File: src/logic/apple1EmuPkg.sv
// Shared types and constants for the Apple-1 emulation shell.
// Imported by every block that talks to the host port, the PIA or the memory.
package apple1EmuPkg;

    typedef logic [7:0]  byteT;
    typedef logic [15:0] cpuAddrT;
    typedef logic [2:0]  hostAddrT;

    // PIA register map
    localparam cpuAddrT PIA_KBD_REG = 16'hD010;
    localparam cpuAddrT PIA_KBD_CTL = 16'hD011;
    localparam cpuAddrT PIA_DSP_REG = 16'hD012;

    localparam int NUM_STIM = 6;
    localparam int NUM_OUT  = 4;

    // Stimulus slots written by the host
    localparam int STIM_CTRL      = 0;
    localparam int STIM_KBD       = 1;
    localparam int STIM_MEMCTL    = 2;
    localparam int STIM_MEMADDRHI = 3;
    localparam int STIM_MEMADDRLO = 4;
    localparam int STIM_MEMDATA   = 5;

    localparam int CTRL_KBDWR = 4; // Bits in STIM_CTRL
    localparam int CTRL_DSPRD = 5;
    localparam int MEM_ENA    = 0; // Bits in STIM_MEMCTL
    localparam int MEM_WEN    = 1;

    // Result slots captured on get
    localparam int OUT_DSP    = 0;
    localparam int OUT_KBD    = 1;
    localparam int OUT_KBDCTL = 2;
    localparam int OUT_MEM    = 3;

    localparam int KBD_READY_BIT = 7;

    // One-hot display states
    typedef enum logic [2:0] {
        sReady       = 3'b001,
        sWaitDspAck  = 3'b010,
        sCheckDspAcc = 3'b100
    } dspStateT;

endpackage

File: src/logic/keyboardPort.sv
// Keyboard half of the PIA. A host-raised key strobe is synchronised and
// turned into a single set pulse that latches the key and flags it ready.
`timescale 1ns/10ps

module keyboardPort (
    input  logic                  clk_dut,
    input  logic                  reset,
    input  logic                  kbdWr,
    input  apple1EmuPkg::byteT    kbdIn,
    input  apple1EmuPkg::cpuAddrT cpuAddr,
    input  logic                  cpuWe,
    output apple1EmuPkg::byteT    kbdReg,
    output apple1EmuPkg::byteT    kbdCtl
);
    import apple1EmuPkg::*;

    logic kbdWrSync0;
    logic kbdWrSync1;
    logic setKbd;
    logic kbdReady;

    always_ff @(posedge clk_dut or posedge reset)
    begin
        if (reset)
        begin
            kbdWrSync0 <= 1'b0;
            kbdWrSync1 <= 1'b0;
            setKbd     <= 1'b0;
        end
        else
        begin
            kbdWrSync0 <= kbdWr;
            kbdWrSync1 <= kbdWrSync0;
            setKbd     <= kbdWrSync0 && !kbdWrSync1; // Rising edge only
        end
    end

    always_ff @(posedge clk_dut or posedge reset)
    begin
        if (reset)
        begin
            kbdReg   <= '0;
            kbdReady <= 1'b0;
        end
        else if (setKbd)
        begin
            kbdReg   <= kbdIn;
            kbdReady <= 1'b1;
        end
        else if (cpuAddr == PIA_KBD_REG && !cpuWe)
        begin
            kbdReady <= 1'b0; // Key consumed
        end
    end

    always_comb
    begin
        kbdCtl = '0;
        kbdCtl[KBD_READY_BIT] = kbdReady;
    end

    setSingleShot: assert property (@(posedge clk_dut) disable iff (reset)
        setKbd |=> !setKbd);

endmodule

File: config.mk
export PLATFORM = sky130hd
export DESIGN_NAME = keyboardPort
export DESIGN_NICKNAME = d
export VERILOG_FILES = /design/src/logic/apple1EmuPkg.sv /design/src/logic/keyboardPort.sv
export SDC_FILE = /design/constraint.sdc
export NUM_CORES = 1
export LEC_CHECK = 0
export ABC_CLOCK_PERIOD_IN_PS = 1340
export BUFFER_PORTS_ARGS = -buffer_cell sky130_fd_sc_hd__buf_4
export CAP_MARGIN = 20
export CORE_MARGIN = 2
export CORE_UTILIZATION = 36
export DETAILED_ROUTE_END_ITERATION = 7
export PLACE_DENSITY = 0.75
export SKIP_LAST_GASP = 1
export SLEW_MARGIN = 25
export SYNTH_ARGS = -nofsm -noshare
export SYNTH_HDL_FRONTEND = slang
export SYNTH_SLANG_ARGS = --single-unit
export TNS_END_PERCENT = 5
File: constraint.sdc
create_clock -name clk_dut -period 1.34 [get_ports clk_dut]
set_input_delay 0.201 -clock clk_dut [delete_from_list [all_inputs] [get_ports clk_dut]]
set_output_delay 0.201 -clock clk_dut [all_outputs]
set_load 0.01 [all_outputs]
# Word-level counts from Yosys, hierarchy flattened

Index checks and enable logic that the tools add are counted.

Reductions and logical operators: 5
Multiplexer cells: 2
Eq/ne operators: 1

Operators with widths:

| kind                   | count |
|---|---|
| $eq A16 B16 Y1 const B | 1 |
| $logic_and A1 B1 Y1    | 2 |
| $logic_not A1 Y1       | 2 |
| $mux W1                | 2 |
| $reduce_bool A2 Y1     | 1 |

Register bits: 12
Word-level logic and storage cells: 13
Input port bits: 28

# Longest topological paths before layout

Gate-level depths: netlist of run 1.

Depth in word-level cells: 4
Mapped depth: 4
Mapped depth without buffers: 3

# Worst setup path before layout of run 1

Ideal clock, no wire load.

Path kind: register to register
From: reg setKbd
To: reg kbdReg[0]
Path buffers: 1
Setup time: 125 ps
Clock period less this slack: 946 ps
Arrival: 821 ps
Cell stages (with the launch flop): 3
Setup slack: 394 ps
Cell sequence: dfrtp_1 > buf_2 > mux2_2

RTL lines:

| item                     | line               | text |
|---|---|---|
| start: declaration       | keyboardPort.sv:19 | `logic setKbd;` |
| start signal: assignment | keyboardPort.sv:34 | `setKbd <= kbdWrSync0 && !kbdWrSync1;` |
| end signal: assignment   | keyboardPort.sv:47 | `kbdReg <= kbdIn;` |
| end: declaration         | keyboardPort.sv:12 | `output apple1EmuPkg::byteT kbdReg,` |

No word-level cell between the ends.

# Worst setup path after layout of run 1

From: reg setKbd
To: reg kbdReg[6]

No word-level cell between the ends.

==> summary.md, run 1 <==
| Metric | Value |
|---|---|
| Share of post-route cells with drive strength above 1 | `0.649` |
| Core Box Area | `1350 sq um` |
| Clk Latency, worst-skew pair | `0.27 ns` |
| Hold Vio Cnt, Final | `0` |
| Peak supply drop | `0.668 mV` |
| Setup repair after global routing missed its margin | `false` |
| Reg2reg setup slack | `0.29 ns` |
| Register area | `300 sq um` |
| Slowest-stage cell, CP | `dfrtp_1` |
| Mapped Avg Cell Area | `13.5 sq um` |
| Post-Synth XOR/XNOR Area | `0` |
| Wirelength per Cell | `11.3 microns` |
| Total clock sinks | `12` |
| Delay-heaviest family, CP | `flip-flops` |
| Max FO, Critical Path | `10` |
| Cell count after synthesis | `40` |
| Worst slack, placed | `0.279 ns` |
| Global placer's final weighted congestion | `0.717` |
| Final routed DRC violation total | `0` |
| Largest net degree at the start of global routing | `13` |
| Vias per cell | `4.53` |
| Width of the die | `42.7 microns` |
| Worst hold path type | `input pin to flop` |
| GR Overflow Total | `0` |
| Highest clock rate | `955 MHz` |
| Commonest non-fill, non-tap cell in the layout | `buf_4` |
| Ordered list of cells on the worst path | `mux2_2` |
| Antenna Violating Nets Remaining | `0` |
| Starting Density | `0.399` |
| Critical Path End Type | `flop` |
| Synth-to-Final Area Change | `51.7%` |
| Slew Limit Fails | `0` |
| Crit path arrival time | `1.20 ns` |
| Power per cell area | `about 1000 nW/um^2` |
| Worst path buffer plus inverter count | `0` |
| Postcts setup bufs | `0` |
| CTS tree | `built` |
| FF+latch count, synth | `12` |
| Syn. warnings | `0` |
| Root Driver | `clkbuf_4` |
| Hold_ws | `approximately 0.039 ns` |
| Minimum clock period | `about 1.0 ns` |
| H-tree levels | `1` |
| Critical Path RT | `~1.5 ns` |
| Most frequent cells in the layout | `buf_4 (36), dfrtp_1 (12), mux2_2 (8), conb_1 (7), clkbuf_4 (3)` |
| Register area share after synthesis | `0.557` |
| Routed via count | `417` |
| Diode count | `0` |
| Site Rows | `13` |
| Ports | `44` |
| Final setup skew | `0.00461 ns` |
| Yosys cell types | `13` |
| Synthesized-area fraction occupied by adder cells | `0` |
| Outcome | `complete, no violations` |
| Compound-cell area share of the yosys netlist | `0.0162` |
| DRT iter0 DRCs | `3` |
| Max_cap viols | `0` |
| Max incr delay on CP | `0.56 ns` |
| Setup violations, final | `0` |
| GR Layer Usage met3 | `0.0809` |
| Drt total wl | `1040 microns` |
| Simple-Gate Fraction of Synth Area | `0.125` |
| Met2 usage | `0.209` |
| Largest family of logic cells by synthesized area | `multiplexers` |
| TNS Setup | `0 ns` |
| Nets | `107` |
| Setup CP Type | `flop to flop` |
| Final period utilization | `0.782` |
| Clock Pin Slew Worst Setup and Hold Paths | `0.07 ns` |
| Multi-input gate area | `193 sq um` |
| Multiplexer share of the synthesized area | `0.167` |
| Layout fillers | `115` |
| Initial antenna violation count | `0` |
| Netlist Area Pre-Place | `539 sq um` |
| First-pass GRT wire length | `1770 microns` |
| GR peak layer | `met2` |
| Clk buf depth | `2` |
| Post-DP HPWL | `884 microns` |
| Total CTS buffers | `3` |
| Vias in the first global route | `414` |
| Startpoint types | `flop` |
| Tot GR Track Use | `0.136` |
| Met1 usage | `0.151` |
| Worst setup margin | `just under 0.3 ns` |
| Leak Pwr | `0.401 nW` |
| Drt first pass iters | `2` |
| Die area | `1820 sq um` |
| Die Ht | `roughly 43 microns` |
| PortBufs | `36` |
layout make-up:
| cell class | instances | area share |
|---|---|---|
| Timing Repair Buffer | 37 | 0.343 |
| Clock buffer | 3 | 0.0275 |
| Tap cell | 15 | 0.0229 |
| Inverter | 1 | 0.00459 |
| Multi-Input combinational cell | 24 | 0.235 |
| Sequential cell | 12 | 0.367 |
where the power goes:
group          internal, mW  leakage [nW]  switching, mW
registers             0.402         0.139         0.0241
logic                 0.127         0.248         0.0684
clock network         0.104        0.0138          0.107
total                 0.633         0.401          0.199
kinds of logic after synthesis:
kind of cell / count (synthesis)
DFF: 12
muxes: 8
buffers and inverters: 10
AOI/OAI and AO/OA: 1
other: 1
and+or+nand+nor: 8
worst paths after layout:
| check | startpoint | end | depth (start not counted) |
|---|---|---|---|
| hold reg to reg | kbdWrSync0$_DFF_PP0_ | kbdWrSync1$_DFF_PP0_ | 0 |
| max in group asynchronous | reset | kbdWrSync0$_DFF_PP0_ | 3 |
| setup reg to reg | setKbd$_DFF_PP0_ | kbdReg[6]$_DFFE_PP0P_ | 1 |
| hold / removal | kbdWr | kbdWrSync0$_DFF_PP0_ | 1 |
| min in group asynchronous | reset | kbdReg[2]$_DFFE_PP0P_ | 3 |
| setup / recovery | setKbd$_DFF_PP0_ | kbdReg[6]$_DFFE_PP0P_ | 1 |
metrics by stage:
stage | std cells | utilization | cell area (sq um) | power, mW
after floorplan | 46 | - | 562 | 0.519
after global placement | 88 | 0.582 | 786 | 0.625
after detailed placement | 88 | 0.582 | 786 | 0.631
after CTS | 92 | 0.606 | 818 | 0.846
after global routing | 92 | 0.606 | 818 | 0.884
final | 92 | 0.606 | 818 | 0.833
flip-flops by register name (all words and copies together) (netlist names):
name and cells:
kbdReady 1, kbdWrSync1 1, kbdReg 8, kbdWrSync0 1, setKbd 1
metal layers:
metal / share of wire / up-vias
li1: - / 199
met1: 0.37 / 198
met2: 0.54 / 17
met3: 0.085 / 3
met4: 0.0077 / 0
met5: 0 / -
Yosys cell counts:
| master | n | area, sq um |
|---|---|---|
| conb_1 | 1 | 3.75 |
| inv_1 | 1 | 3.75 |
| nand4_1 | 1 | 6.26 |
| nor2_1 | 2 | 7.51 |
| nand3_1 | 1 | 5.00 |
| buf_2 | 1 | 5.00 |
| dfrtp_1 | 12 | 300 |
| o22a_1 | 1 | 8.76 |
| nor4b_2 | 2 | 30.0 |
| nor2b_1 | 1 | 6.26 |
| buf_4 | 8 | 60.1 |
| mux2_2 | 8 | 90.1 |
| nor4_2 | 1 | 12.5 |
what timing repair did:
item / CTS / global route
gates resized for setup: 0 / 0
endpoints found under the hold margin: 12 / 0
endpoints found under the setup margin: 0 / 0
hold buffers: 1 / 0
Note: power is estimated with default switching activity, not from simulation.
==> inputs of run 2 (changes only) <==
- ABC_CLOCK_PERIOD_IN_PS: 1340 -> 900
- CORE_UTILIZATION: 36 -> 33
- PLACE_DENSITY: 0.75 -> 0.73
- clock period: 1.34 -> 0.9 ns (I/O delays scaled with it)
==> run 2 against run 1 <==
The flow now finishes with violations (negative setup slack). Non-clock buffer count is 3 higher. Worst setup slack worse by 0.36 ns. Final area is 5.8% higher. Sequential share of layout area fell by 1.9 points. Register-to-register slack worse by 0.36 ns. Total power is 64% higher. Sequential cell count unchanged. Largest cell class is now non-clock buffers. Highest routed layer is now met3. Routed wire length grew 10%. Die area increased by 8.2%. Combinational power up 62%. First-iteration DRC count fell by 33%.
==> summary.md, run 2 (synthesized netlist as in run 1, its figures left out) <==
| Metric | Value |
|---|---|
| Width of the die | `44.4 microns (+4.0%)` |
| Sw Pwr | `321 uW (+61%)` |
| Largest net degree at the start of global routing | `13 (unchanged)` |
| Tot GR Track Use | `0.139 (+0.00334)` |
| Switch share | `0.235 (-0.00441)` |
| Antenna Violating Nets Remaining | `0 (unchanged)` |
| Share of post-route cells with drive strength above 1 | `0.679 (+0.0297)` |
| Clock Pin Slew Worst Setup and Hold Paths | `0.07 ns (about the same)` |
| Leak Pwr | `0.422 nW (+5.2%)` |
| Sequential Power Share | `0.462 (-0.050)` |
| Most frequent cells in the layout | `buf_4 (37), dfrtp_1 (11), mux2_2 (8), conb_1 (7), clkbuf_4 (3)` |
| Post-layout util | `0.568 (-0.0380)` |
| Wirelength per Cell | `11.8 microns (+4.3%)` |
| Drt first pass iters | `2 (unchanged)` |
| Max_cap viols | `0 (unchanged)` |
| Cell count after placement | `89 (+1.1%)` |
| Power per cell area | `1580 nW/um^2 (+55%)` |
| R2R cell count | `4 (+3)` |
| Clk buf depth | `2 (unchanged)` |
| Diode count | `0 (unchanged)` |
| Post-DP HPWL | `912 microns (+3.1%)` |
| First-pass GRT wire length | `1910 microns (+8.2%)` |
| Vias per cell | `4.39 (-3.1%)` |
| Commonest non-fill, non-tap cell in the layout | `buf_4` |
| Critical Path End Type | `flop` |
| Hold Path End | `kbdReg[4]$_DFFE_PP0P_` |
| Worst setup margin | `-0.0694 ns (-0.362 ns)` |
| Critical Path RT | `1.06 ns (-0.44 ns)` |
| Max FO, Critical Path | `5 (-5)` |
| FF-to-FF Start | `setKbd$_DFF_PP0_` |
| Peak supply drop | `1.06 mV (+58%)` |
| CTS tree | `built` |
| Failing checks | `negative setup slack` |
| Die Ht | `44.4 microns (+4.0%)` |
| Setup repair after global routing missed its margin | `true` |
| Hold path cells | `2 (+1)` |
| Drt total wl | `1150 microns (+10%)` |
| Final period utilization | `1.08 (+0.295)` |
| Starting Density | `0.354 (-0.0456)` |
| H-tree levels | `1 (unchanged)` |
| Startpoint types | `flop` |
| Final setup skew | `0.00215 ns (-0.00246 ns)` |
| Gate power share | `0.232 (-0.003)` |
| Final non-filler cell total | `97 (+5.4%)` |
| Minimum clock period | `0.969 ns (-0.0781 ns)` |
| Slew Limit Fails | `0 (unchanged)` |
| Total CTS buffers | `3 (unchanged)` |
| GR Overflow Total | `0 (unchanged)` |
| DRT iter0 DRCs | `2 (-1)` |
| Total power | `1.37 mW (+64%)` |
| Vias in the first global route | `465 (+12%)` |
| PortBufs | `36 (unchanged)` |
| Max reg flops | `8 (unchanged)` |
| Reg2reg setup slack | `-0.07 ns (-0.36 ns)` |
| Hold Vio Cnt, Final | `0 (unchanged)` |
| Setup violations, final | `18 (+18)` |
| Reg-to-Reg End | `kbdReady$_DFFE_PP0P_` |
| Highest clock rate | `1030 MHz (+8.1%)` |
| Setup CP Type | `flop to flop` |
| Final routed DRC violation total | `0 (unchanged)` |
| Synth-to-Final Area Change | `60.6%` |
| Worst hold path type | `input pin to flop` |
| Clock share of power | `0.306 (+0.053)` |
| Outcome | `finished, violations left` |
| Global placer's final weighted congestion | `0.650 (-9.4%)` |
| Initial antenna violation count | `0 (unchanged)` |
| Routed via count | `426 (+2.2%)` |
| Hold Path Origin | `kbdIn[4]` |
| Crit path arrival time | `1.13 ns (-0.07 ns)` |
| Nets | `110 (+2.8%)` |
| Root Driver | `clkbuf_4` |
| Clk Latency, worst-skew pair | `0.27 ns (about the same)` |
| Final Cell Area | `866 sq um (+5.8%)` |
| Layout fillers | `135 (+17%)` |
| Die area | `1970 sq um (+8.2%)` |
| Total clock sinks | `12 (unchanged)` |
| Placed instance area | `787 sq um (+0.16%)` |
| Largest reg by FF count | `kbdReg` |
| Ports | `44 (unchanged)` |
| Site Rows | `14 (+1)` |
| Core Box Area | `1520 sq um (+13%)` |
| Internal power | `1.05 mW (+65%)` |
[run 2: stage by stage]
stage | worst slack (ns) | hold slack [ns] | TNS [ns]
floorplan | -0.000861 | -0.000301 | -0.000861
global placement | -0.138 | 0.160 | -1.20
detailed placement | -0.168 | 0.166 | -1.42
CTS | -0.0667 | 0.0864 | -0.719
global route | -0.142 | 0.0805 | -1.34
finish | -0.0694 | 0.0936 | -0.708
[run 2: area by class of cell]
| type | instances | area (sq um) | share of cell area |
|---|---|---|---|
| clock buffers | 4 | 36.3 | 0.0419 |
| repair buffers | 40 | 309 | 0.357 |
| multi-input cells | 24 | 195 | 0.225 |
| well taps | 16 | 20.0 | 0.0231 |
| flip-flops and latches | 12 | 302 | 0.348 |
| inverters | 1 | 3.75 | 0.00434 |
[run 2: worst max-delay path by stage]
stage	to	slack (ns)	start	depth (start not counted)
floorplan	kbdReady$_DFFE_PP0P_	-0.0009	setKbd$_DFF_PP0_	4
global route	kbdReady$_DFFE_PP0P_	-0.14	setKbd$_DFF_PP0_	4
CTS	kbdReady$_DFFE_PP0P_	-0.07	setKbd$_DFF_PP0_	4
global placement	kbdReg[6]$_DFFE_PP0P_	-0.14	setKbd$_DFF_PP0_	1
detailed placement	kbdReg[2]$_DFFE_PP0P_	-0.17	setKbd$_DFF_PP0_	1
finish	kbdReady$_DFFE_PP0P_	-0.07	setKbd$_DFF_PP0_	4
[run 2: critical path, stage by stage, from the launching register on]
cell and delay [ns]:
dfrtp_2 0.41, buf_6 0.13, nor2_2 0.07, nand4_1 0.08
o22a_1 0.16
[run 2: what timing repair did]
item | in CTS | in global routing
setup buffers | 2 | 0
endpoints found under the setup margin | 18 | 18
cloned | 0 | 0
hold buffers | 2 | 0
gates resized for setup | 5 | 0
hold endpoints to repair | 13 | 0
[run 2: power by group through the flow]
stage                     registers [mW]  clock network, mW  logic [mW]
final                              0.630              0.418       0.317
after global routing               0.638              0.457       0.341
after CTS                          0.631              0.432       0.321
after detailed placement           0.647                  0       0.296
after global placement             0.646                  0       0.286
after floorplan                    0.662                  0       0.115
[run 2: routing by layer]
layer,GRT usage,vias up,wire [microns]
met4,0.0727,0,0
met2,0.241,26,612
met3,0.0612,0,127
met5,0,-,0
met1,0.139,198,408
li1,-,202,-
==> inputs of run 3 (changes only) <==
==> constraint.sdc (replaced) <==
create_clock -name clk_dut -period 0.9 [get_ports clk_dut]
set_input_delay 0.225 -clock clk_dut [delete_from_list [all_inputs] [get_ports clk_dut]]
set_output_delay 0.225 -clock clk_dut [all_outputs]
set_load 0.01 [all_outputs]
==> run 3 against run 2 <==
The flow still finishes with violations (negative setup slack). Hold slack worse by 0.027 ns. Die area stayed put. Final area is 3.2% lower. Register-to-register slack hardly changed. Largest power group unchanged.
==> summary.md, run 3 (synthesized netlist as in run 1, its figures left out) <==
| Metric | Value |
|---|---|
| Root Driver | `clkbuf_4` |
| Die Ht | `44.4 microns (unchanged)` |
| Hold path cells | `1 (-1)` |
| Minimum clock period | `1.02 ns (+0.0526 ns)` |
| Critical Path RT | `0.67 ns (-0.39 ns)` |
| TNS Setup | `-1.50 ns (-0.793 ns)` |
| Final routed DRC violation total | `0 (unchanged)` |
| Vias per cell | `4.44 (+1.0%)` |
| GR Overflow Total | `0 (unchanged)` |
| Multi-input gate area | `193 sq um (-1.3%)` |
| Routed via count | `417 (-2.1%)` |
| Delay-heaviest family, CP | `flip-flops` |
| Max incr delay on CP | `0.40 ns (about the same)` |
| Largest net degree at the start of global routing | `13 (unchanged)` |
| Clk buf depth | `2 (unchanged)` |
| R2R cell count | `3 (-1)` |
| Global placer's final weighted congestion | `0.650 (unchanged)` |
| Drt total wl | `1060 microns (-7.8%)` |
| Max_cap viols | `0 (unchanged)` |
| Ordered list of cells on the worst path | `buf_6` |
| Layout fillers | `131 (-3.0%)` |
| Setup CP Type | `flop to output port` |
| Peak supply drop | `1.07 mV (+0.72%)` |
| Core Box Area | `1520 sq um (unchanged)` |
| Drt first pass iters | `2 (unchanged)` |
| Wirelength per Cell | `11.2 microns (-4.9%)` |
| H-tree levels | `1 (unchanged)` |
| Synth-to-Final Area Change | `55.5%` |
| Failing checks | `negative setup slack` |
| Crit path arrival time | `0.80 ns (-0.33 ns)` |
| Ports | `44 (unchanged)` |
| Setup violations, final | `18 (unchanged)` |
| Register area | `302 sq um (unchanged)` |
| Post-DP HPWL | `912 microns (unchanged)` |
| Hold_ws | `0.0664 ns (-0.0272 ns)` |
| Power per cell area | `1600 nW/um^2 (+1.7%)` |
| Post-layout util | `0.550 (-0.0181)` |
| Setup repair after global routing missed its margin | `true` |
| Share of post-route cells with drive strength above 1 | `0.667 (-0.0123)` |
| Starting Density | `0.354 (unchanged)` |
| Slowest-stage cell, CP | `dfrtp_1` |
| Critical Path End Type | `output port` |
| WP depth | `1 (-3)` |
| Worst hold path type | `input pin to flop` |
| Leak Pwr | `0.408 nW (-3.4%)` |
| Clock Pin Slew Worst Setup and Hold Paths | `0.07 ns (about the same)` |
| Final setup skew | `0.00178 ns (-0.000363 ns)` |
| Total clock sinks | `12 (unchanged)` |
| Placed instance area | `787 sq um (unchanged)` |
| Most frequent cells in the layout | `buf_4 (35), dfrtp_1 (11), mux2_2 (8), conb_1 (7), clkbuf_4 (3)` |
| DRT iter0 DRCs | `2 (unchanged)` |
| Site Rows | `14 (unchanged)` |
| Worst path buffer plus inverter count | `1 (unchanged)` |
| Final Cell Area | `838 sq um (-3.2%)` |
| Largest reg by FF count | `kbdReg` |
| Diode count | `0 (unchanged)` |
| Tot GR Track Use | `0.130 (-0.00858)` |
| CTS tree | `built` |
| Hold Vio Cnt, Final | `0 (unchanged)` |
| Postcts setup bufs | `0 (-2)` |
| Outcome | `finished, violations left` |
| Final non-filler cell total | `94 (-3.1%)` |
| Worst setup margin | `-0.122 ns (-0.0526 ns)` |
| Clk Latency, worst-skew pair | `0.26 ns (about the same)` |
| Slew Limit Fails | `0 (unchanged)` |
| Initial antenna violation count | `0 (unchanged)` |
| Max FO, Critical Path | `2 (-3)` |
| Antenna Violating Nets Remaining | `0 (unchanged)` |
| Nets | `107 (-2.7%)` |
| Cell count after placement | `89 (unchanged)` |
| First-pass GRT wire length | `1810 microns (-5.1%)` |
| Max reg flops | `8 (unchanged)` |
| Commonest non-fill, non-tap cell in the layout | `buf_4` |
| Startpoint types | `flop` |
| Vias in the first global route | `457 (-1.7%)` |
| PortBufs | `36 (unchanged)` |
| Die area | `1970 sq um (unchanged)` |
| Width of the die | `44.4 microns (unchanged)` |
| Highest clock rate | `978 MHz (-5.1%)` |
| Total CTS buffers | `3 (unchanged)` |
| Final period utilization | `1.14 (+0.0585)` |
-- run 3: cell count changes in the layout (fill, tap and decap cells not counted) --
cell / change
buf_4: -2
dlygate4sd3_1: -1
nor2_1: +1
nor2_2: -1
-- run 3: path summary, 6_finish.rpt --
| kind | startpoint | to | slack (ns) |
|---|---|---|---|
| min | kbdWr | kbdWrSync0$_DFF_PP0_ | 0.07 |
| min in group asynchronous | reset | kbdReg[5]$_DFFE_PP0P_ | 0.51 |
| min reg2reg | kbdWrSync0$_DFF_PP0_ | kbdWrSync1$_DFF_PP0_ | 0.37 |
| max in group asynchronous | reset | setKbd$_DFF_PP0_ | 0.06 |
| max | kbdReg[2]$_DFFE_PP0P_ | kbdReg[2] | -0.12 |
| max reg2reg | setKbd$_DFF_PP0_ | kbdReady$_DFFE_PP0P_ | -0.06 |
-- run 3: cell type report --
type,instances,share of cell area
multi-input cells,24,0.230
clock buffers,4,0.0433
inverters,1,0.00448
well taps,16,0.0239
repair buffers,37,0.339
flip-flops and latches,12,0.360
-- run 3: timing repair --
action                     4_1_cts  5_1_grt
hold endpoints to repair        12        0
setup endpoints to repair       18       30
hold buffers                     1        0
resized for setup                2        0
pin swaps                        0        0
-- run 3: power breakdown --
part | total (mW) | internal (mW) | switching, mW
registers | 0.638 | 0.599 | 0.0388
logic | 0.299 | 0.194 | 0.105
clock network | 0.408 | 0.246 | 0.162
total | 1.34 | 1.04 | 0.306
-- run 3: stage by stage --
| stage | worst slack [ns] | total power [mW] |
|---|---|---|
| after floorplan | -0.000861 | 0.777 |
| after CTS | -0.144 | 1.37 |
| final | -0.122 | 1.34 |
| after detailed placement | -0.168 | 0.943 |
| after global placement | -0.138 | 0.932 |
| after global routing | -0.159 | 1.42 |
-- run 3: routing by layer --
| layer | track usage | part of all wire | vias up |
|---|---|---|---|
| met5 | 0 | 0 | - |
| met4 | 0.0727 | 0 | 0 |
| met3 | 0.0571 | 0.11 | 0 |
| met2 | 0.221 | 0.52 | 22 |
| met1 | 0.134 | 0.37 | 196 |
| li1 | - | - | 199 |
