$ cat src/logic/apple1EmuPkg.sv
// Shared types and constants for the Apple-1 emulation shell.
// Imported by every block that talks to the host port, the PIA or the memory.
package apple1EmuPkg;

    typedef logic [7:0]  byteT;
    typedef logic [15:0] cpuAddrT;
    typedef logic [2:0]  hostAddrT;

    // PIA register map
    localparam cpuAddrT PIA_KBD_REG = 16'hD010;
    localparam cpuAddrT PIA_KBD_CTL = 16'hD011;
    localparam cpuAddrT PIA_DSP_REG = 16'hD012;

    localparam int NUM_STIM = 6;
    localparam int NUM_OUT  = 4;

    // Stimulus slots written by the host
    localparam int STIM_CTRL      = 0;
    localparam int STIM_KBD       = 1;
    localparam int STIM_MEMCTL    = 2;
    localparam int STIM_MEMADDRHI = 3;
    localparam int STIM_MEMADDRLO = 4;
    localparam int STIM_MEMDATA   = 5;

    localparam int CTRL_KBDWR = 4; // Bits in STIM_CTRL
    localparam int CTRL_DSPRD = 5;
    localparam int MEM_ENA    = 0; // Bits in STIM_MEMCTL
    localparam int MEM_WEN    = 1;

    // Result slots captured on get
    localparam int OUT_DSP    = 0;
    localparam int OUT_KBD    = 1;
    localparam int OUT_KBDCTL = 2;
    localparam int OUT_MEM    = 3;

    localparam int KBD_READY_BIT = 7;

    // One-hot display states
    typedef enum logic [2:0] {
        sReady       = 3'b001,
        sWaitDspAck  = 3'b010,
        sCheckDspAcc = 3'b100
    } dspStateT;

endpackage

$ cat src/logic/displayPort.sv
// Display half of the PIA. Holds one character written by the CPU until the
// host has seen dspRd go high and low again, then clears it.
`timescale 1ns/10ps

module displayPort (
    input  logic                  clk_dut,
    input  logic                  reset,
    input  apple1EmuPkg::cpuAddrT cpuAddr,
    input  apple1EmuPkg::byteT    cpuDataOut,
    input  logic                  cpuWe,
    input  logic                  dspRd,
    output apple1EmuPkg::byteT    dspReg
);
    import apple1EmuPkg::*;

    dspStateT dspState;

    always_ff @(posedge clk_dut or posedge reset)
    begin
        if (reset)
        begin
            dspState <= sReady;
            dspReg   <= '0;
        end
        else
        begin
            case (dspState)
                sReady:
                begin
                    if (cpuWe && cpuAddr == PIA_DSP_REG)
                    begin
                        dspReg   <= cpuDataOut;
                        dspState <= sWaitDspAck;
                    end
                end
                sWaitDspAck:
                begin
                    if (dspRd)
                        dspState <= sCheckDspAcc; // Host has started reading
                end
                sCheckDspAcc:
                begin
                    if (!dspRd)
                    begin
                        dspReg   <= '0;
                        dspState <= sReady;
                    end
                end
                default:
                    dspState <= sReady;
            endcase
        end
    end

    legalDspState: assert property (@(posedge clk_dut) disable iff (reset)
        dspState inside {sReady, sWaitDspAck, sCheckDspAcc});

endmodule

$ cat config.mk
export PLATFORM = sky130hd
export DESIGN_NAME = displayPort
export DESIGN_NICKNAME = d
export VERILOG_FILES = /design/src/logic/apple1EmuPkg.sv /design/src/logic/displayPort.sv
export SDC_FILE = /design/constraint.sdc
export NUM_CORES = 1
export LEC_CHECK = 0
export ABC_AREA = 1
export ABC_CLOCK_PERIOD_IN_PS = 2800
export BUFFER_PORTS_ARGS = -buffer_cell sky130_fd_sc_hd__buf_2
export CAP_MARGIN = 20
export CORE_MARGIN = 3
export CORE_UTILIZATION = 45
export DETAILED_ROUTE_END_ITERATION = 10
export PLACE_DENSITY = 0.82
export SETUP_SLACK_MARGIN = 0.5
export SYNTH_ARGS = -nofsm -noshare
export SYNTH_HDL_FRONTEND = slang
export SYNTH_SLANG_ARGS = --single-unit
export TNS_END_PERCENT = 1
$ cat constraint.sdc
create_clock -name clk_dut -period 2.8 [get_ports clk_dut]
set_clock_uncertainty 0.05 [all_clocks]
set_input_delay 0.28 -clock clk_dut [delete_from_list [all_inputs] [get_ports clk_dut]]
set_output_delay 0.28 -clock clk_dut [all_outputs]
set_load 0.01 [all_outputs]
After elaboration in Yosys (flattened, before gate mapping)
Index checks and enable logic that the tools add are counted.

Logic and storage cells: 20. Bits in registers: 11. ROM bits: 0. Input port bits: 28. Latch bits: 0. RAM bits: 0. Output and inout port bits: 8. Memories kept: 0.

Reduce and logical (&&, ||, !) cells: 4. Add/subtract/negate cells: 0. $lt $le $gt $ge: 0. Multiplexer cells: 7. Shifts and indexed selects: 0. Multiply operators: 0. Equality and inequality tests: 7. Bitwise gates (word level): 0. Divide/modulo/power cells: 0.

Operator list (number): 16-bit equality test (second input constant) (1); 8-bit two-way mux (2); 8-bit one-hot mux with 2 select lines (1); 3-bit two-way mux (3); 3-bit one-hot mux with 3 select lines (1); 2-bit inequality test (second input constant) (3); 3-bit AND reduction (2); 3-bit by 1-bit equality test with 1-bit output (second input constant) (1); 3-bit by 2-bit equality test with 1-bit output (second input constant) (1); 3-bit equality test (second input constant) (1); 2-bit nonzero test (1); 1-bit logical AND (1).

Depth between registers and ports, before layout
Gate-level depths: netlist of the first run.

Depth after elaboration: 4. Depth in mapped cells: 9. Gate-level depth less buffers: 9.

Worst setup path after synthesis of the first run
OpenSTA, ideal clock, no wires.

Path type: flip-flop to flip-flop. Start point: reg dspState[0]. End point: reg dspState[2]. Arrival time: 1.036 ns. Period minus slack after synthesis: 1.202 ns. Path buffers: 0. Data required time: 2.634 ns. Library setup time: 0.116 ns. Stages on the path, launching flop included: 8. Path slack: 1.598 ns. Cell sequence: dfstp_2 -> inv_1 -> nor3_4 -> inv_1 -> nand2_2 -> nand2_1 -> nand2_1 -> nand2_1.

Cells in the longest elaborated chain, start to end: 3. Elaborated cells on any way between the ends: 8. Those cells by class: eq/ne: 6; mux: 1; reduce/logical: 1.

Ends and longest elaborated chain: start: declaration (RTL line displayPort.sv:16) `dspStateT dspState;`; start signal: assignment (RTL line displayPort.sv:22) `dspState <= sReady;`; start signal: assignment (RTL line displayPort.sv:33) `dspState <= sWaitDspAck;`; start signal: assignment (RTL line displayPort.sv:39) `dspState <= sCheckDspAcc;`; 3-bit by 1-bit equality test with 1-bit output, or another cell as far along (RTL line displayPort.sv:27) `case (dspState)`; 2-bit inequality test (no line); 3-bit AND reduction (no line).

Parallel ways exist; a longest one is shown, timed or not. A chain may end at the register's enable or synchronous reset.

Worst setup path after layout of the first run
Same ends and word-level chain as after synthesis.

==> results of run 1 <==
-- worst register-to-register path, stage by stage (launching register included) --
cell	delay, ps
sky130_fd_sc_hd__dfstp_2	530
sky130_fd_sc_hd__inv_1	80
sky130_fd_sc_hd__nor3_4	170
sky130_fd_sc_hd__inv_1	100
sky130_fd_sc_hd__nand2_2	100
sky130_fd_sc_hd__nand2_1	70
sky130_fd_sc_hd__nand2_1	60
sky130_fd_sc_hd__nand2_1	50
-- cells by family (layout without fill, tap and decap cells) --
logic type | Yosys count | in the layout | synth area share, %
AOI/OAI and AO/OA | 1 | 1 | 1.19
and+or+nand+nor | 56 | 56 | 43.3
buffers and inverters | 18 | 58 | 11.5
DFF | 11 | 11 | 43.9
-- state kept, by name (all words and copies together), names as in the netlist --
name / count
dspReg: 8
dspState: 3
-- power groups by stage --
stage / registers (mW) / logic [mW] / clock network [mW]
floorplan: 0.177 / 0.0626 / 0
global placement: 0.178 / 0.0854 / 0
CTS: 0.175 / 0.0916 / 0.109
global route: 0.177 / 0.103 / 0.122
finish: 0.175 / 0.0906 / 0.108
detailed placement: 0.179 / 0.0890 / 0
-- final cells by class --
type | instances | share of cell area [%]
flip-flops and latches | 11 | 32.2
repair buffers | 36 | 21.6
well taps | 14 | 2.04
inverters | 18 | 8.45
multi-input cells | 57 | 32.7
clock buffers | 4 | 3.06
-- metal layers --
metal  wire (um)  GRT usage [%]  up-vias  part of all wire (%)
li1            -              -      342                     -
met1         547           20.1      258                    39
met2         706           30.4       23                    51
met3         131           7.47        0                   9.5
met4           0              0        0                     0
met5           0              0        -                     0
-- worst paths after layout --
path / start / to / slack, ps / cells after the start
setup / recovery: dspState[0] / dspState[2] / 1500 / 7
hold / removal: cpuDataOut[2] / dspReg[2] / 160 / 3
setup reg to reg: dspState[0] / dspState[2] / 1500 / 7
hold reg to reg: dspReg[5] / dspReg[5] / 440 / 2
max in group asynchronous: reset / dspState[0] / 1880 / 3
min in group asynchronous: reset / dspReg[1] / 500 / 3
-- cell usage after synthesis --
cell / count
sky130_fd_sc_hd__nor3_4: 1
sky130_fd_sc_hd__nand2_2: 2
sky130_fd_sc_hd__nand3_2: 1
sky130_fd_sc_hd__inv_1: 16
sky130_fd_sc_hd__nor2_1: 4
sky130_fd_sc_hd__dfrtp_1: 10
sky130_fd_sc_hd__nand3_1: 12
sky130_fd_sc_hd__nand3_4: 1
sky130_fd_sc_hd__nor2_2: 1
sky130_fd_sc_hd__nand2_1: 33
sky130_fd_sc_hd__clkinv_4: 1
sky130_fd_sc_hd__nor2_4: 1
sky130_fd_sc_hd__inv_2: 1
sky130_fd_sc_hd__a21boi_1: 1
sky130_fd_sc_hd__dfstp_2: 1
-- through the flow --
stage               worst slack [ps]  hold WS (ps)  cells
floorplan                       1600          81.7     86
global placement                1530           233    135
detailed placement              1520           246    135
CTS                             1490           160    140
global route                    1350           160    140
finish                          1500           161    140
==> results list, run 1 <==
- Die Footprint: 0.00188 mm^2
* Highest-count cells in the layout ignoring fill and taps: 35 x sky130_fd_sc_hd__buf_2, 33 x sky130_fd_sc_hd__nand2_1, 16 x sky130_fd_sc_hd__inv_1
- In this run, CTS created clock tree buffers numbering 3.
* Top cell type's share of synthesized area: 39.8%
- Number of global-route vias before repair: 605
- Hold_buf cts: 1
- Fillers: 101
* Classification of the worst-slack hold path: input pin to register
- The critical path goes through inv_1, nor3_4, inv_1, nand2_2, nand2_1, nand2_1, nand2_1.
- Routed wire length: 1390 um
- In this design, the stage delay of the slowest critical-path cell is 530 ps.
- Row generation in the floorplan step produced 12 rows.
- Unrepaired setup endpoints after global routing: no
- Synthesized flop and latch total: 11
- IR analysis of the VDD net gives a maximum drop of 0.407 mV.
* Net count after synthesis: 114
- Post-layout util: 71.5%
- The final-report hold violation count came to 0.
- Total power of the final layout: 0.374 mW
- Cell area after synthesis: 629 um^2
- Worst slew margin relative to its limit: 72.8%
- STA classifies the critical path startpoint as a register.
* Critical path type: register to register
- Maximum fanout count along the critical path: 3
* Final max-slew violation count: 0
- Area delta synth->final: 36.4%
* ANT nets after route: 0
- Highest attainable clock frequency: 0.769 GHz
* Largest net degree at the start of global routing: 12
* Global-route wire length before repair: 2440 um
- Of the total power, the share spent switching nets is 29.2%.
- Clock insertion delay at the later pin of the skew report: 260 ps
- The floorplan step set the die width to 43.4 um.
- STA classifies the critical path endpoint as a register.
- Multi-input gate area in the final layout: 280 um^2
- The number of different library cells used by synthesis comes to 15.
* Core region area: 0.00120 mm^2
* GR Util All Layers: 17.0%
- Ranked by total cell area, the synthesized netlist is headed by sky130_fd_sc_hd__dfrtp_1 40%, sky130_fd_sc_hd__nand2_1 20%, sky130_fd_sc_hd__nand3_1 9.5%, sky130_fd_sc_hd__inv_1 9.5%, sky130_fd_sc_hd__dfstp_2 4.2%.
- In this run the number of H-tree levels came out at 1.
- Post-CTS repair changed the size of 0 cells.
- Detailed router's first-iteration violation count: 9
* Combinational fraction of design power: 24.2%
* Routed via count: 623
* IO Port Bufs: 35
* Clk root buf: sky130_fd_sc_hd__clkbuf_4
- Vias per std cell: 4.45
- Fraction of final layout cells with drive strength greater than 1: 38.1%
- Most common library cell in the layout ignoring fill and taps: sky130_fd_sc_hd__buf_2
- Seq/Total Area, Yosys: 43.9%
* Post-detailed-placement half-perimeter wirelength: 1140 um
- TritonCTS built the clock tree.
- Portion of total power attributed to sequential cells: 46.9%
- After clock tree synthesis, the clock-pin slew on the worst setup and hold paths is 70 ps.
- Synthesis produced 86 cells.
- In the final timing run, aggregate negative setup slack is 0 ps.
* Synth warnings: 0
- Time the worst path needs with I/O delays and setup: 1300 ps
* Share of power burned in the clock network: 28.9%
- Placed Area: 822 um^2
- CTS sink count: 11
- Together, buffers and inverters on the worst path number 2.
- Leakage power: 0.560 nW
- Cell taking the most area after synthesis: sky130_fd_sc_hd__dfrtp_1
- Clock Tree Buf Depth: 2
* Wire per inst: 9.89 um
- For this design the top-level I/O count stands at 36.
- Internal power comes to 0.265 mW.
* Total congestion overflow after global routing: 0
- Initial antenna violation count: 0
* Max Cap Viol: 0
- Outcome: complete, no violations
* Setup violation total in the final timing report: 0
- Setup Buffers After CTS: 0
* Switching power: 0.109 mW
* Gate family responsible for the most delay along the worst path: flip-flops
* Syn avg cell area: 7.32 um^2
* Height of the die: 43.4 um
- 0 antenna diodes ended up in the layout.
- For this configuration, the core starts out at a cell density of 52.4%.
* Cell repeated most along the worst path: sky130_fd_sc_hd__nand2_1
- At the worst endpoint, the required time is 2910 ps.
* Power per cell area: 436 mW/mm^2
- Area used by sequential logic in the layout: 277 um^2
- At the worst endpoint, the arrival time is 1410 ps.
- Count of nets after finishing: 155
* GP Congestion: 0.759
* First drt pass iteration count: 4
- For the pin with the worst max-slew slack, the measured transition is 407 ps.
* Library cell contributing the largest single delay on the critical path: sky130_fd_sc_hd__dfstp_2
* Post-route cell area: 858 um^2
- After detailed routing, the number of remaining DRC violations is 0.
* Tcrit/Tclk final: 46.4%
(Power assumes the default switching activity.)
==> inputs of run 2 (changes only) <==
--- a/config.mk
+++ b/config.mk
@@ -6,13 +6,13 @@
 export NUM_CORES = 1
 export LEC_CHECK = 0
 export ABC_AREA = 1
-export ABC_CLOCK_PERIOD_IN_PS = 2800
+export ABC_CLOCK_PERIOD_IN_PS = 1300
 export BUFFER_PORTS_ARGS = -buffer_cell sky130_fd_sc_hd__buf_2
 export CAP_MARGIN = 20
 export CORE_MARGIN = 3
-export CORE_UTILIZATION = 45
+export CORE_UTILIZATION = 42
 export DETAILED_ROUTE_END_ITERATION = 10
-export PLACE_DENSITY = 0.82
+export PLACE_DENSITY = 0.77
 export SETUP_SLACK_MARGIN = 0.5
 export SYNTH_ARGS = -nofsm -noshare
 export SYNTH_HDL_FRONTEND = slang
==> constraint.sdc (replaced) <==
create_clock -name clk_dut -period 1.3 [get_ports clk_dut]
set_clock_uncertainty 0.05 [all_clocks]
set_input_delay 0.13 -clock clk_dut [delete_from_list [all_inputs] [get_ports clk_dut]]
set_output_delay 0.13 -clock clk_dut [all_outputs]
set_load 0.01 [all_outputs]
==> run 2 against run 1 <==
- sequential cell count unchanged
- non-clock buffer count is the same
- design area grew 1.5%
==> results list, run 2 (synthesis gave the netlist of run 1 again) <==
- CTS sink count: 11 (unchanged)
- The largest net degree at the start of global routing is 12 (unchanged).
* Width of the die: 44.7 um (+3.0%)
- The area inside the core boundary came to 0.00135 mm^2 (+12%).
- Leakage power: 0.555 nW (-0.92%)
* Height of the die: 44.7 um (+3.0%)
- Time the worst path needs with I/O delays and setup: 1250 ps (-49.5 ps)
- Final std cells w/o fill: 141 (+0.71%)
- Initial antenna violation count: 0 (unchanged)
* Area delta synth->final: 38.4%
- GP Congestion: 0.849 (+12%)
* Vias per std cell: 4.45 (about the same)
- Count of nets after finishing: 155 (unchanged)
* Data required time of the worst path: 1450 ps (-1460 ps)
* Hold Path Stages: 3 (unchanged)
- Leading registers by flop count: dspReg (8), dspState (3)
- Largest register FFs: 8 (unchanged)
- Routed wire length: 1350 um (-2.4%)
- Cts bufs inserted: 3 (unchanged)
* Detailed router's first-iteration violation count: 8 (-1)
- Wire per inst: 9.59 um (-3.1%)
* Fraction of final layout cells with drive strength greater than 1: 41.3% (+3.2 points)
* Initial Util: 46.6% (-5.8 points)
- The depth of the worst register-to-register path is 6 (-1).
- Highest attainable clock frequency: 0.800 GHz (+4.0%)
- The length of the first detailed-routing pass in iterations is 4 (unchanged).
* Tcrit/Tclk final: 96.2% (+50 points)
* Critical path type: register to register
- Die Footprint: 0.00200 mm^2 (+6.2%)
* Fillers: 119 (+18%)
* Total congestion overflow after global routing: 0 (unchanged)
* Post-detailed-placement half-perimeter wirelength: 1100 um (-2.9%)
- The placement row count came to 13 (+1).
- Setup Buffers After CTS: 0 (unchanged)
- The run finished with clean final reports.
- The sequential standard cell area came to 277 um^2 (unchanged).
* Worst Setup End Kind: register
- Classification of the worst-slack hold path: input pin to register
* Global-route wire length before repair: 2000 um (-18%)
- The max-slew headroom at the worst pin is 84.6% (+12 points).
- The library cell used most frequently in the layout, excluding fill and tap cells, is sky130_fd_sc_hd__buf_2.
- Highest-count cells in the layout ignoring fill and taps: 35 x sky130_fd_sc_hd__buf_2, 32 x sky130_fd_sc_hd__nand2_1, 14 x sky130_fd_sc_hd__inv_1
- The count of max-cap constraint violations came to 0 (unchanged).
* Multi-input gate area in the final layout: 288 um^2 (+2.7%)
- DRC violation count after routing: 0 (unchanged)
- Clk root buf: sky130_fd_sc_hd__clkbuf_4
* ANT nets after route: 0 (unchanged)
- The global routing usage summed across all routing layers came to 13.9% (-3.1 points).
- Transition time at the pin with the least slew margin: 230 ps (-177 ps)
- Maximum resistive drop on vdd: 0.707 mV (+74%)
- The total of endpoints with negative setup slack in the final report came to 0 (unchanged).
* Power per cell area: 914 mW/mm^2 (+110%)
* CTS tree: built
- Critical path arrival: 1400 ps (about the same)
* Clock Tree Buf Depth: 2 (unchanged)
- Number of cells in the design after placement: 136 (+0.74%)
- The highest fanout seen on the critical path is 9 (+6).
- The post-CTS clock slew at the launch and capture registers of the worst setup and hold paths is 60 ps (about the same).
- Ranked by flip-flop count, first place goes to dspReg.
- The final worst-path setup slack was 49.9 ps (-1450 ps).
- The number of global-route vias before repair is 529 (-13%).
- The H-tree level count was 1 (unchanged).
* Count of boundary I/O pins: 36 (unchanged)
- The final-report hold violation count came to 0 (unchanged).
* Unrepaired setup endpoints after global routing: yes
* Clock insertion delay at the later pin of the skew report: 260 ps (about the same)
- IO Port Bufs: 35 (unchanged)
- Worst-case setup slack after placement: 25.8 ps (-1490 ps)
* Routed via count: 628 (+0.80%)
* Final max-slew violation count: 0 (unchanged)
- The number of diodes added for antenna fixing came to 0 (unchanged).
- The worst setup path is launched from a register.
run 2: cell type report:
type                       instances  area share, %
tap                               15           2.16
multi-input combinational         57           33.0
sequential                        11           31.8
timing repair buffer              36           21.3
inverter                          18           8.76
clock buffer                       4           3.02
run 2: worst max-delay path, stage by stage (launching register included):
cell,delay [ps]
sky130_fd_sc_hd__dfstp_2,530
sky130_fd_sc_hd__inv_2,60
sky130_fd_sc_hd__nor3_4,160
sky130_fd_sc_hd__nand3_4,170
sky130_fd_sc_hd__clkinv_4,110
sky130_fd_sc_hd__nand2_1,50
sky130_fd_sc_hd__nand2_1,60
run 2: routing by layer:
| layer | vias up | global-route usage, % | part of all wire [%] |
|---|---|---|---|
| met5 | - | 0 | 0 |
| li1 | 340 | - | - |
| met4 | 0 | 3.61 | 0 |
| met2 | 22 | 22.9 | 53 |
| met1 | 266 | 16.3 | 39 |
| met3 | 0 | 6.37 | 7.9 |
run 2: worst paths after layout:
| check | start | end | slack, ps |
|---|---|---|---|
| setup / recovery | dspState[0] | dspReg[6] | 50 |
| hold / removal | cpuDataOut[4] | dspReg[4] | 10 |
| setup reg to reg | dspState[0] | dspReg[6] | 50 |
| hold reg to reg | dspReg[2] | dspReg[2] | 450 |
| max in group asynchronous | reset | dspState[0] | 660 |
| min in group asynchronous | reset | dspReg[0] | 290 |
run 2: where the power goes:
part	switching, mW	internal, mW
Combinational	0.115	0.0844
Clock	0.0989	0.118
Sequential	0.00961	0.370
Total	0.223	0.573
run 2: stage by stage:
stage	setup TNS [ps]	cell area [um^2]	util [%]	hold WS (ps)	power (mW)
finish	0	871	64.5	14.4	0.796
global route	-72.4	871	64.5	6.49	0.864
CTS	0	860	63.7	6.60	0.802
detailed placement	0	823	61.0	82.7	0.575
global placement	0	823	61.0	83.6	0.570
floorplan	0	629	-	-68.3	0.517
run 2: repair_timing:
action / 4_1_cts / 5_1_grt
pin swaps: 0 / 0
resized for setup: 0 / 4
endpoints found under the hold margin: 10 / 0
hold buffers: 1 / 0
endpoints found under the setup margin: 19 / 30
cloned: 0 / 0
==> inputs of run 3 (changes only) <==
==> constraint.sdc (replaced) <==
create_clock -name clk_dut -period 1.3 [get_ports clk_dut]
set_clock_uncertainty 0.05 [all_clocks]
set_input_delay 0.13 -clock clk_dut [delete_from_list [all_inputs] [get_ports clk_dut]]
set_output_delay 0.13 -clock clk_dut [all_outputs]
set_load 0.1 [all_outputs]
==> run 3 against run 2 <==
- non-clock buffer count unchanged
- via count up 3.0%
- largest power group unchanged
- global-route usage up 3.7 points
- combinational power about the same
==> results list, run 3 (synthesis gave the netlist of run 1 again) <==
- The run finished with clean final reports.
* Total congestion overflow after global routing: 0 (unchanged)
* Clk root buf: sky130_fd_sc_hd__clkbuf_4
- The startpoint identified for the worst register-to-register timing path is dspState[0].
- The clock share of power was 28.4% (+1.1 points).
- CTS tree: built
- Worst slew margin relative to its limit: 83.7% (-0.95 points)
- The count of max-cap constraint violations is 0 (unchanged).
- Time the worst path needs with I/O delays and setup: 1270 ps (+23.1 ps)
* Final max-slew violation count: 0 (unchanged)
- The antenna violation net count after detailed routing is 0 (unchanged).
- Classification of the worst-slack hold path: input pin to register
* Critical path arrival: 1430 ps (+30 ps)
- Worst Setup End Kind: register
- Tcrit/Tclk final: 97.9% (+1.8 points)
- The overall die height was 44.7 um (unchanged).
- Clock transition time at the flip-flop clock pins of the worst setup and hold paths: 70 ps (about the same)
- The sequential standard cell area is 287 um^2 (+3.6%).
- Compared with the post-synthesis result, the final layout area differs by 58.3%.
- Highest attainable clock frequency: 0.785 GHz (-1.8%)
* TNS Setup: 0 ps (unchanged)
- The placement row count is 13 (unchanged).
* Wire per inst: 10.9 um (+14%)
- The die outline width came to 44.7 um (unchanged).
* GR Util All Layers: 17.6% (+3.7 points)
- The number of filler cells placed in the layout came to 99 (-17%).
- GP Congestion: 0.713 (-16%)
* Internal power: 0.573 mW (+0.10%)
- The post-CTS setup repair buffer count is 0 (unchanged).
- The HPWL reported at the end of detailed placement is 1150 um (+4.1%).
- The final-report hold violation count was 0 (unchanged).
- Critical path launch point: dspState[0]
- The largest net degree at the start of global routing is 12 (unchanged).
* CTS sink count: 11 (unchanged)
* Worst-case setup slack after placement: 8.94 ps (-16.9 ps)
* Highest-count cells in the layout ignoring fill and taps: 32 x sky130_fd_sc_hd__nand2_1, 27 x sky130_fd_sc_hd__buf_2, 14 x sky130_fd_sc_hd__inv_1
- Library cell contributing the largest single delay on the critical path: sky130_fd_sc_hd__dfstp_2
* Leading registers by flop count: dspReg (8), dspState (3)
- The fraction of layout instances using a drive strength above 1 is 46.8% (+5.6 points).
- The core occupancy in the finished layout came to 73.8% (+9.3 points).
- Portion of total power attributed to sequential cells: 46.9% (-0.8 points)
- The insertion delay to the later sink of the worst-skew pair came to 270 ps (about the same).
* Detailed router's first-iteration violation count: 5 (-3)
- The switching share of total power came to 29.3% (+1.2 points).
- The worst hold path begins at cpuDataOut[3].
- The combined area of the multi-input logic cells is 283 um^2 (-1.7%).
* Data required time of the worst path: 1460 ps (about the same)
* Initial antenna violation count: 0 (unchanged)
- The count of non-filler cells in the finished layout was 141 (unchanged).
- The number of buffers created by CTS was 3 (unchanged).
- The number of flip-flops in the largest register is 8 (unchanged).
* Final worst-path setup slack: 26.8 ps (-23.1 ps)
- Maximum fanout count along the critical path: 9 (unchanged)
- Routed wire length: 1540 um (+14%)
- Count of nets after finishing: 155 (unchanged)
- Critical path type: register to register
- Setup violation total in the final timing report: 0 (unchanged)
- Traced cell by cell, the critical path runs through inv_2, nor3_4, nand3_4, clkinv_4, nand2_1, nand2_1.
- Ant diodes: 0 (unchanged)
* Register ranked first by flip-flop count: dspReg
- The worst setup path is launched from a register.
- Power per cell area: 814 mW/mm^2 (-11%)
- The largest stage delay on the critical path is 540 ps (about the same).
- The actual slew at the worst max-slew pin was 244 ps (+14.2 ps).
* Number of cells in the design after placement: 136 (unchanged)
- H-Tree Depth: 1 (unchanged)
* Clock Tree Buf Depth: 2 (unchanged)
- Most common library cell in the layout ignoring fill and taps: sky130_fd_sc_hd__nand2_1
- The first-pass GRT wire length is 2500 um (+25%).
- Die Footprint: 0.00200 mm^2 (unchanged)
- Routed via count: 647 (+3.0%)
- The length of the first detailed-routing pass in iterations came to 4 (unchanged).
- Unrepaired setup endpoints after global routing: yes
* DRC violation count after routing: 0 (unchanged)
* Combinational fraction of design power: 24.7% (-0.3 points)
- The number of I/O port buffers came to 35 (unchanged).
- Switching power: 0.237 mW (+6.3%)
- Vias per std cell: 4.59 (+3.0%)
- The leakage power is 0.561 nW (+1.2%).
- The worst-case vdd ir drop is 0.510 mV (-28%).
* Number of global-route vias before repair: 628 (+19%)
* Core region area: 0.00135 mm^2 (unchanged)
- Count of boundary I/O pins: 36 (unchanged)
- Initial Util: 46.6% (unchanged)
- Cell repeated most along the worst path: sky130_fd_sc_hd__nand2_1
## run 3: cell counts in the layout (fill, tap and decap cells not counted)
No cell type changed its count.
## run 3: power groups by stage
stage               combinational [mW]  clock, mW  sequential [mW]
global placement                 0.186          0            0.383
CTS                              0.200      0.236            0.380
floorplan                        0.135          0            0.382
finish                           0.200      0.230            0.381
detailed placement               0.195          0            0.383
global route                     0.233      0.257            0.382
## run 3: timing repair
| action | in CTS | in global routing |
|---|---|---|
| hold endpoints to repair | 10 | 0 |
| hold buffers | 1 | 0 |
| endpoints found under the setup margin | 19 | 30 |
| resized for setup | 33 | 2 |
## run 3: path summary, 6_finish.rpt
path / endpoint / slack [ps] / depth (start not counted)
worst max-delay path: dspReg[5] / 30 / 6
worst min-delay path: dspReg[3] / 9 / 3
worst max register to register: dspReg[5] / 30 / 6
worst min register to register: dspState[0] / 450 / 2
max in group asynchronous: dspState[0] / 660 / 3
min in group asynchronous: dspReg[5] / 300 / 3
## run 3: critical path: cells and delay by family (launching register included)
| family | cells | cell delay (ps) |
|---|---|---|
| DFF | 1 | 540 |
| buffers and inverters | 2 | 160 |
| and+or+nand+nor | 4 | 460 |
## run 3: through the flow
stage	hold WS (ps)	instance area, um^2	total power [mW]
finish	8.99	996	0.811
global placement	81.7	833	0.569
floorplan	-68.8	639	0.517
CTS	0.959	990	0.815
detailed placement	83.1	833	0.578
global route	1.57	996	0.871
## run 3: layout make-up
type / instances / share of cell area (%)
Timing Repair Buffer: 36 / 30.7
Tap cell: 15 / 1.88
Multi-Input combinational cell: 57 / 28.4
Inverter: 18 / 7.66
Clock buffer: 4 / 2.64
Sequential cell: 11 / 28.8
## run 3: routing by layer
metal / track usage (%) / part of all wire (%) / vias up / wire length (um)
met4: 8.43 / 1.2 / 0 / 19
met2: 30.1 / 56 / 20 / 868
li1: - / - / 338 / -
met1: 18.9 / 36 / 287 / 546
met3: 6.77 / 6.8 / 2 / 104
met5: 0 / 0 / - / 0
